==> config.mk <==
export PLATFORM = sky130hd
export DESIGN_NAME = cmd_subparser
export DESIGN_NICKNAME = d
export VERILOG_FILES = /design/src/hdl/gcode_pkg.sv /design/src/hdl/char_reader.sv /design/src/hdl/cmd_subparser.sv /design/src/hdl/cmd_subparser_fsm.sv /design/src/hdl/code_num_buffer.sv /design/src/hdl/line_buffer.sv
export SDC_FILE = /design/constraint.sdc
export NUM_CORES = 1
export LEC_CHECK = 0
export BUFFER_PORTS_ARGS = -buffer_cell sky130_fd_sc_hd__buf_2
export CORE_AREA = 4 4 125 127
export DETAILED_ROUTE_END_ITERATION = 6
export DIE_AREA = 0 0 129 131
export HOLD_SLACK_MARGIN = 0.02
export PLACE_DENSITY_LB_ADDON = 0.12
export SLEW_MARGIN = 5
export SYNTH_ARGS = -nofsm -noshare
export SYNTH_HDL_FRONTEND = slang
export SYNTH_SLANG_ARGS = --single-unit
==> constraint.sdc <==
create_clock -name clk -period 2.5 [get_ports clk]
set_input_delay 0.25 -clock clk [delete_from_list [all_inputs] [get_ports clk]]
set_output_delay 0.25 -clock clk [all_outputs]
set_load 0.005 [all_outputs]
==> src/hdl/gcode_pkg.sv <==
package gcode_pkg;

	typedef logic [7:0] char_t; // one ascii character.

	typedef enum logic [2:0] {
		CHAR_G,       // 'G' or 'g'.
		CHAR_NUM,     // '0' to '9'.
		CHAR_SPACE,
		CHAR_NEWLINE,
		CHAR_OTHER
	} char_type_t;

	typedef logic [6:0] num_t; // command number, 0 to 99.

	// true for the G codes this controller executes.
	function automatic logic is_supported_code(input num_t num);
		logic ok;
		case (num)
			7'd0,
			7'd1,
			7'd2,
			7'd3,
			7'd4,
			7'd20,
			7'd21,
			7'd28,
			7'd90,
			7'd91: ok = 1'b1;
			default: ok = 1'b0;
		endcase
		return ok;
	endfunction

endpackage : gcode_pkg

==> src/hdl/char_reader.sv <==
`timescale 1ns/1ps

module char_reader (
	input  logic                    clk,
	input  logic                    reset,
	input  logic                    clk_en,
	input  logic                    rd_trigger,
	input  gcode_pkg::char_t        rd_data,
	output logic                    rd_pop,
	output logic                    rd_rdy,
	output logic                    rd_done,
	output gcode_pkg::char_t        char,
	output gcode_pkg::char_type_t   char_type
);

	typedef enum logic [1:0] {
		IDLE,
		FETCH,
		CLASSIFY
	} state_t;

	state_t                state;
	state_t                next_state;
	gcode_pkg::char_type_t next_type;

	assign rd_pop  = (state == FETCH);
	assign rd_rdy  = (state != FETCH); // back up as the character lands.
	assign rd_done = (state == CLASSIFY);

	always_comb begin
		next_state = state;
		case (state)
			IDLE: begin
				if (rd_trigger) begin
					next_state = FETCH;
				end
			end
			FETCH: next_state = CLASSIFY;
			CLASSIFY: next_state = IDLE;
			default: next_state = IDLE;
		endcase
	end

	// type of the character coming out of the buffer.
	always_comb begin
		if (rd_data == "G" || rd_data == "g") begin
			next_type = gcode_pkg::CHAR_G;
		end
		else if (rd_data >= "0" && rd_data <= "9") begin
			next_type = gcode_pkg::CHAR_NUM;
		end
		else if (rd_data == " ") begin
			next_type = gcode_pkg::CHAR_SPACE;
		end
		else if (rd_data == 8'h0a || rd_data == 8'h0d) begin
			next_type = gcode_pkg::CHAR_NEWLINE; // lf or cr.
		end
		else begin
			next_type = gcode_pkg::CHAR_OTHER;
		end
	end

	always_ff @(posedge clk) begin
		if (reset) begin
			state     <= IDLE;
			char      <= '0;
			char_type <= gcode_pkg::CHAR_OTHER;
		end
		else if (clk_en) begin
			state <= next_state;
			if (state == CLASSIFY) begin
				char      <= rd_data; // held until the next read.
				char_type <= next_type;
			end
		end
	end

endmodule : char_reader

==> src/hdl/cmd_subparser.sv <==
`timescale 1ns/1ps

module cmd_subparser #(
	parameter int BUF_DEPTH = 16
) (
	input  logic                clk,
	input  logic                reset,
	input  logic                clk_en,
	input  logic                wr_en,
	input  gcode_pkg::char_t    wr_char,
	input  logic                trigger,
	output logic                full,
	output logic                rdy,
	output logic                done,
	output logic                success,
	output gcode_pkg::num_t     cmd_num,
	output gcode_pkg::char_t    last_char
);

	logic                  rd_pop;
	logic                  is_empty;
	logic                  rd_trigger;
	logic                  rd_rdy;
	logic                  rd_done;
	logic                  zero;
	logic                  store;
	logic                  advance_num;
	logic                  set_success;
	logic                  is_valid;
	gcode_pkg::char_t      rd_data;
	gcode_pkg::char_t      char;
	gcode_pkg::char_type_t char_type;

	line_buffer #(
		.BUF_DEPTH (BUF_DEPTH)
	) u_line_buffer (
		.clk      (clk),
		.reset    (reset),
		.clk_en   (clk_en),
		.wr_en    (wr_en),
		.wr_char  (wr_char),
		.rd_pop   (rd_pop),
		.rd_data  (rd_data),
		.is_empty (is_empty),
		.full     (full)
	);

	char_reader u_char_reader (
		.clk        (clk),
		.reset      (reset),
		.clk_en     (clk_en),
		.rd_trigger (rd_trigger),
		.rd_data    (rd_data),
		.rd_pop     (rd_pop),
		.rd_rdy     (rd_rdy),
		.rd_done    (rd_done),
		.char       (char),
		.char_type  (char_type)
	);

	cmd_subparser_fsm u_cmd_subparser_fsm (
		.clk         (clk),
		.reset       (reset),
		.clk_en      (clk_en),
		.trigger     (trigger),
		.rd_done     (rd_done),
		.rd_rdy      (rd_rdy),
		.is_empty    (is_empty),
		.is_valid    (is_valid),
		.char_type   (char_type),
		.done        (done),
		.rdy         (rdy),
		.rd_trigger  (rd_trigger),
		.set_success (set_success),
		.advance_num (advance_num),
		.zero        (zero),
		.store       (store)
	);

	code_num_buffer u_code_num_buffer (
		.clk         (clk),
		.reset       (reset),
		.clk_en      (clk_en),
		.zero        (zero),
		.store       (store),
		.advance_num (advance_num),
		.set_success (set_success),
		.char        (char),
		.is_valid    (is_valid),
		.cmd_num     (cmd_num),
		.last_char   (last_char),
		.success     (success)
	);

endmodule : cmd_subparser

==> src/hdl/cmd_subparser_fsm.sv <==
`timescale 1ns/1ps

module cmd_subparser_fsm (
	input  logic                    clk,
	input  logic                    reset,
	input  logic                    clk_en,
	input  logic                    trigger,
	input  logic                    rd_done,
	input  logic                    rd_rdy,
	input  logic                    is_empty,
	input  logic                    is_valid,
	input  gcode_pkg::char_type_t   char_type,
	output logic                    done,
	output logic                    rdy,
	output logic                    rd_trigger,
	output logic                    set_success,
	output logic                    advance_num,
	output logic                    zero,
	output logic                    store
);

	typedef enum logic [3:0] {
		IDLE,
		CODE_TRIGGER,
		CODE_WAIT,
		CODE_CHECK,
		WAIT_RD_RDY_1,
		NUM_TRIGGER_1,
		NUM_WAIT_1,
		NUM_ADVANCE_1,
		WAIT_RD_RDY_2,
		NUM_TRIGGER_2,
		NUM_WAIT_2,
		NUM_ADVANCE_2,
		NUM_CHECK,
		SET_SUCCESS,
		DONE
	} state_t;

	state_t state;
	state_t next_state;

	always_comb begin
		next_state  = state;
		done        = 1'b0;
		rdy         = 1'b0;
		rd_trigger  = 1'b0;
		set_success = 1'b0;
		advance_num = 1'b0;
		zero        = 1'b0;
		store       = 1'b0;
		case (state)
			IDLE: begin
				done  = 1'b1;
				rdy   = 1'b1;
				store = 1'b1; // keeps last_char on the final character read.
				if (trigger && rd_rdy && !is_empty) begin
					next_state = CODE_TRIGGER;
				end
			end
			CODE_TRIGGER: begin
				rd_trigger = 1'b1; // held until the reader takes it.
				zero       = 1'b1; // fresh result for this command.
				if (!rd_rdy) begin
					next_state = CODE_WAIT;
				end
			end
			CODE_WAIT: begin
				if (rd_done) begin
					next_state = CODE_CHECK;
				end
			end
			CODE_CHECK: begin
				next_state = WAIT_RD_RDY_1;
				if (char_type != gcode_pkg::CHAR_G) begin
					next_state = DONE; // not a G word.
					done       = 1'b1;
				end
			end
			WAIT_RD_RDY_1: begin
				store = 1'b1;
				if (rd_rdy && !is_empty) begin
					next_state = NUM_TRIGGER_1; // stalls here on an empty line.
				end
			end
			NUM_TRIGGER_1: begin
				rd_trigger = 1'b1;
				if (!rd_rdy) begin
					next_state = NUM_WAIT_1;
				end
			end
			NUM_WAIT_1: begin
				if (rd_done) begin
					next_state = NUM_ADVANCE_1;
				end
			end
			NUM_ADVANCE_1: begin
				next_state  = WAIT_RD_RDY_2;
				advance_num = 1'b1;
				if (char_type != gcode_pkg::CHAR_NUM) begin
					next_state = DONE;
					done       = 1'b1;
				end
			end
			WAIT_RD_RDY_2: begin
				store = 1'b1;
				if (rd_rdy && !is_empty) begin
					next_state = NUM_TRIGGER_2;
				end
			end
			NUM_TRIGGER_2: begin
				rd_trigger = 1'b1;
				if (!rd_rdy) begin
					next_state = NUM_WAIT_2;
				end
			end
			NUM_WAIT_2: begin
				if (rd_done) begin
					next_state = NUM_ADVANCE_2;
				end
			end
			NUM_ADVANCE_2: begin
				next_state  = NUM_CHECK;
				advance_num = 1'b1;
				if (char_type != gcode_pkg::CHAR_NUM) begin
					next_state = DONE;
					done       = 1'b1;
				end
			end
			NUM_CHECK: begin
				next_state = DONE;
				done       = 1'b1;
				if (is_valid) begin
					next_state = SET_SUCCESS; // number is in the supported table.
					done       = 1'b0;
				end
			end
			SET_SUCCESS: begin
				next_state  = DONE;
				set_success = 1'b1;
			end
			DONE: begin
				next_state = IDLE;
				done       = 1'b1;
			end
			default: next_state = IDLE;
		endcase
	end

	always_ff @(posedge clk) begin
		if (reset) begin
			state <= IDLE;
		end
		else if (clk_en) begin
			state <= next_state;
		end
	end

endmodule : cmd_subparser_fsm

==> src/hdl/code_num_buffer.sv <==
`timescale 1ns/1ps

module code_num_buffer (
	input  logic                clk,
	input  logic                reset,
	input  logic                clk_en,
	input  logic                zero,
	input  logic                store,
	input  logic                advance_num,
	input  logic                set_success,
	input  gcode_pkg::char_t    char,
	output logic                is_valid,
	output gcode_pkg::num_t     cmd_num,
	output gcode_pkg::char_t    last_char,
	output logic                success
);

	logic            is_digit;
	gcode_pkg::num_t digit;
	gcode_pkg::num_t next_num;

	assign is_digit = (char >= "0" && char <= "9");
	assign digit    = {3'b000, char[3:0]}; // ascii digits keep their value in the low nibble.
	assign next_num = cmd_num * 7'd10 + digit; // at most 99 after two digits.

	assign is_valid = gcode_pkg::is_supported_code(cmd_num);

	always_ff @(posedge clk) begin
		if (reset) begin
			cmd_num   <= '0;
			last_char <= '0;
			success   <= 1'b0;
		end
		else if (clk_en) begin
			if (zero) begin
				cmd_num   <= '0;
				last_char <= '0;
				success   <= 1'b0;
			end
			else begin
				if (store) begin
					last_char <= char;
				end
				// a non-digit leaves the number as it was.
				if (advance_num && is_digit) begin
					cmd_num <= next_num;
				end
				if (set_success) begin
					success <= 1'b1;
				end
			end
		end
	end

endmodule : code_num_buffer

==> src/hdl/line_buffer.sv <==
`timescale 1ns/1ps

module line_buffer #(
	parameter int BUF_DEPTH = 16
) (
	input  logic                clk,
	input  logic                reset,
	input  logic                clk_en,
	input  logic                wr_en,
	input  gcode_pkg::char_t    wr_char,
	input  logic                rd_pop,
	output gcode_pkg::char_t    rd_data,
	output logic                is_empty,
	output logic                full
);

	localparam int PTR_W = $clog2(BUF_DEPTH);
	localparam int CNT_W = PTR_W + 1;
	localparam logic [CNT_W-1:0] FULL_CNT = CNT_W'(BUF_DEPTH);

	gcode_pkg::char_t mem [BUF_DEPTH]; // character storage.

	logic [PTR_W-1:0] wr_ptr;
	logic [PTR_W-1:0] rd_ptr;
	logic [CNT_W-1:0] count; // characters held.
	logic             do_wr;
	logic             do_rd;

	assign is_empty = (count == '0);
	assign full     = (count == FULL_CNT);

	assign do_wr = wr_en && !full; // writes while full are dropped.
	assign do_rd = rd_pop && !is_empty;

	always_ff @(posedge clk) begin
		if (reset) begin
			wr_ptr <= '0;
			rd_ptr <= '0;
			count  <= '0;
		end
		else if (clk_en) begin
			if (do_wr) begin
				wr_ptr <= wr_ptr + 1'b1; // wraps at the power-of-two depth.
			end
			if (do_rd) begin
				rd_ptr <= rd_ptr + 1'b1;
			end
			case ({do_wr, do_rd})
				2'b10: count <= count + 1'b1;
				2'b01: count <= count - 1'b1;
				default: count <= count;
			endcase
		end
	end

	// character storage and registered read data.
	always_ff @(posedge clk) begin
		if (clk_en) begin
			if (do_wr) begin
				mem[wr_ptr] <= wr_char;
			end
			if (do_rd) begin
				rd_data <= mem[rd_ptr]; // valid the cycle after the pop.
			end
		end
	end

endmodule : line_buffer

==> results.txt <==
- Outcome: finished clean
- In this run, synthesis inferred 136 flip-flops with an integrated enable.
- Setup violations remaining at the end of the flow were counted as 0.
- Root Driver: sky130_fd_sc_hd__clkbuf_16
- Die Outline Area: 16900 sq um
- Sequential cells were found to cover 64.25% of the synthesized design area.
* Syn_area_per_cell: approximately 15 sq um
- Die boundary height: 131 um
* Count of distinct cell types in the synthesized netlist: 61
- Total power: 6354 uW
* Leakage: between 0.003 and 0.004 uW
- The critical path contains buffers and inverters numbering 0 combined.
- Entering global routing, the biggest net connects 38 pins.
- Warning count from the yosys run: 0
* Transition at the pin with the smallest max-transition slack: 0.7221 ns
* Detail-routed via count per cell: approximately 5.6
* Share of layout cells above drive strength 1: 26.00%
* Number of nets in the synthesized netlist: 563
- Top cells by count, synth: sky130_fd_sc_hd__edfxtp_1, sky130_fd_sc_hd__nor2_1, sky130_fd_sc_hd__dfxtp_1
- Static timing analysis puts the maximum clock frequency at 403.7 MHz.
* Max-slew headroom: around half
- Data on the critical path is required at its endpoint by approximately 2.9 ns.
- Total Routing Usage GR: 18.42%
- Path type of the worst min-delay path: primary input to register
- Initial DRT Pass Iterations: 4
- Largest vdd supply drop: 0.0004584 V
- CTS built an H-tree with a depth of 4.
- The longest clock path from root to sink contains 2 buffers.
- Clock sink count: approximately 180
* Setup TNS: 0 ns
* Flop and latch count out of synthesis: 182
* Count of nets left with antenna violations after detail routing: 0
* Final Slew Violations: 0
- Chain of cells forming the critical path: nor4_4 -> nand2_1 -> nand2_2 -> ha_4 -> ha_1 -> nor2b_1 -> o21ai_1 -> a21oi_1 -> or4_1 -> a21oi_2
- Max-cap violations in this run came to 0.
- Post-route clock period utilization: just under 100%
- The layout has 1075 filler cells.
* Most repeated cell in the gate-level netlist after synthesis: sky130_fd_sc_hd__edfxtp_1
- In the synthesized netlist the async set-or-reset flop fraction comes to 0%.
- Global-route wire length before repair: 23620 um
- Yosys top cell area share: a little over half
* Clk Latency, worst-skew pair: about 0.43 ns
- After synthesis the cells add up to 7790 sq um.
- After technology mapping, the gate count stands at 531.
* WL/cell: 18.10 um
- In this run the horizontal extent of the chip is 129 um.
- Starting density of the core: 54.01%
- Highest fanout seen on the critical path: 4
* Cell family with most CP delay: simple AND/OR/NAND/NOR gates
* 1st-iter DRT viols: 223
* Final HPWL DP: 9838 um
- CP Class: register to register
* ANT cells: 0
- For this run, the slowest stage of the critical path takes 0.52 ns.
* Total placed cells including tap cells: 751
- The biggest area contributor in the post-synthesis netlist is sky130_fd_sc_hd__edfxtp_1.
- Excluding fillers, the count of instances in the completed layout stands at ~780.
- Yosys attributes the largest share of cell area to sky130_fd_sc_hd__edfxtp_1, sky130_fd_sc_hd__dfxtp_1, sky130_fd_sc_hd__mux4_2, sky130_fd_sc_hd__ha_1, sky130_fd_sc_hd__nor2_1.
* Final Hold Violating Endpoints: 0
* Type of destination of the critical path: register
- The via count of the first global-routing pass came to around 4500.
- Overall routed net length: between 10000 and 15000 um
- Post-route DRC: 0
* Fin Clk Skew: approximately 0.0081 ns
* Power per standard cell area: 706.5 nW/um^2
* Data arrival time at the worst-slack endpoint: about 2.8 ns
- Clock-pin slew was measured on the worst setup and hold paths at approximately 0.070 ns.
* Number of buffers created by CTS: 17
- Final global-route overflow total: 0
* GPL Wtd Cong: 0.8525
- Register-to-register path setup slack: approximately 0.023 ns
- Among all stages on the critical path, the largest delay is contributed by sky130_fd_sc_hd__or4_1.
* Io pins: 32
- The routed layout has 4421 vias.
* Setup ws final: about 0.023 ns
- Leading register cell type out of synthesis: sky130_fd_sc_hd__edfxtp_1
- The worst setup path is launched from a register.
- RSZ-0062 raised after global routing: true
* Count of input and output buffers: 31
* Period minus WS final: 2.477 ns
- Placement Setup Slack: -0.08481 ns
- TritonCTS built the clock tree.
* Area growth from synthesis to layout: 15.45%
- Total number of placement rows: 44
- Placeable core area: 14420 sq um
* Final layout net count: 619
* Initial antenna violation count: 0
## cell families (layout without fill, tap and decap cells)
kind of cell    after synthesis  in the layout  synth area share [%]
fa+ha+maj                    19             19                 3.341
simple gates                155            155                 10.02
mux                          43             43                 11.95
compound gates               70             70                 6.007
xor+xnor                     17             17                 1.911
buf+inv                      45            114                 2.522
flops                       182            182                 64.25
## metrics by stage
stage / hold WS (ns) / utilization, % / instance area, sq um
floorplan: 0.3489 / - / 7795
global placement: 0.4509 / 57.62 / 8310
detailed placement: 0.4546 / 57.62 / 8310
CTS: 0.1860 / 62.28 / 8984
global route: 0.1935 / 62.35 / 8994
finish: 0.1981 / 62.35 / 8994
## area by class of cell
| type | instances | area, sq um | area share, % |
|---|---|---|---|
| clock buffers | 19 | 452.9 | 5.036 |
| clock inverters | 13 | 196.4 | 2.184 |
| inverters | 20 | 75.07 | 0.8347 |
| multi-input cells | 304 | 2614 | 29.06 |
| flip-flops and latches | 182 | 5012 | 55.73 |
| well taps | 184 | 230.2 | 2.560 |
| repair buffers | 62 | 412.9 | 4.591 |
## path summary, 6_finish.rpt
path	from	endpoint	depth (start not counted)
max	u_line_buffer.count[3]	u_line_buffer.count[4]	10
min	wr_char[2]	u_line_buffer.mem[8][2]	1
max reg2reg	u_line_buffer.count[3]	u_line_buffer.count[4]	10
min reg2reg	u_char_reader.char_type[2]	u_char_reader.char_type[2]	2
## repair_timing
item                       CTS  global route
setup buffers                1             0
resized for setup            5             4
setup endpoints to repair    1             2
hold buffers                 0             0
pin swaps                    5             5
## flip-flops by register name, summed over array words and instances (netlist names)
signal and flops:
u_code_num_buffer.last_char 8, u_code_num_buffer.cmd_num 7, u_char_reader.char 8, u_char_reader.state 2
u_line_buffer.mem 128, u_line_buffer.rd_ptr 4, u_cmd_subparser_fsm.state 4, u_char_reader.char_type 3
u_line_buffer.rd_data 8, u_line_buffer.count 5, u_line_buffer.wr_ptr 4, u_code_num_buffer.success 1
## placed cells by master (no fill, tap or decap), types with 3 or more instances in the layout
cell / instances
sky130_fd_sc_hd__a211oi_1: 3
sky130_fd_sc_hd__dfxtp_1: 42
sky130_fd_sc_hd__nand2_1: 38
sky130_fd_sc_hd__bufinv_16: 4
sky130_fd_sc_hd__o21ai_0: 9
sky130_fd_sc_hd__nor2b_1: 6
sky130_fd_sc_hd__buf_4: 29
sky130_fd_sc_hd__ha_1: 15
sky130_fd_sc_hd__a22oi_1: 8
sky130_fd_sc_hd__a21oi_1: 23
sky130_fd_sc_hd__xnor2_1: 12
sky130_fd_sc_hd__nand4_1: 3
sky130_fd_sc_hd__nand3_1: 9
sky130_fd_sc_hd__edfxtp_1: 136
sky130_fd_sc_hd__inv_1: 18
sky130_fd_sc_hd__and3_1: 4
sky130_fd_sc_hd__dfxtp_2: 3
sky130_fd_sc_hd__clkbuf_16: 17
sky130_fd_sc_hd__nor2_1: 53
sky130_fd_sc_hd__clkinv_4: 3
sky130_fd_sc_hd__clkinvlp_4: 3
sky130_fd_sc_hd__nor3_1: 11
sky130_fd_sc_hd__a21o_1: 3
sky130_fd_sc_hd__mux4_2: 40
sky130_fd_sc_hd__nor4_1: 3
sky130_fd_sc_hd__buf_2: 31
sky130_fd_sc_hd__a31oi_1: 4
sky130_fd_sc_hd__xor2_1: 5
sky130_fd_sc_hd__nand2b_1: 5
sky130_fd_sc_hd__mux2i_1: 3
## layer usage
metal	share of wire, %	up-vias	GRT usage (%)	routed length, um
met5	0	-	0	0
met4	1.2	0	4.632	172
met3	3.4	15	4.797	481
met2	52	77	32.01	7442
met1	43	2201	23.26	6092
li1	-	2128	-	-
## power by group
group          switching, uW  total, uW  internal [uW]
registers               16.8       3280           3260
logic                    118        194           75.4
clock network           1140       2880           1740
total                   1280       6350           5080
Note: power is estimated with default switching activity, not from simulation.
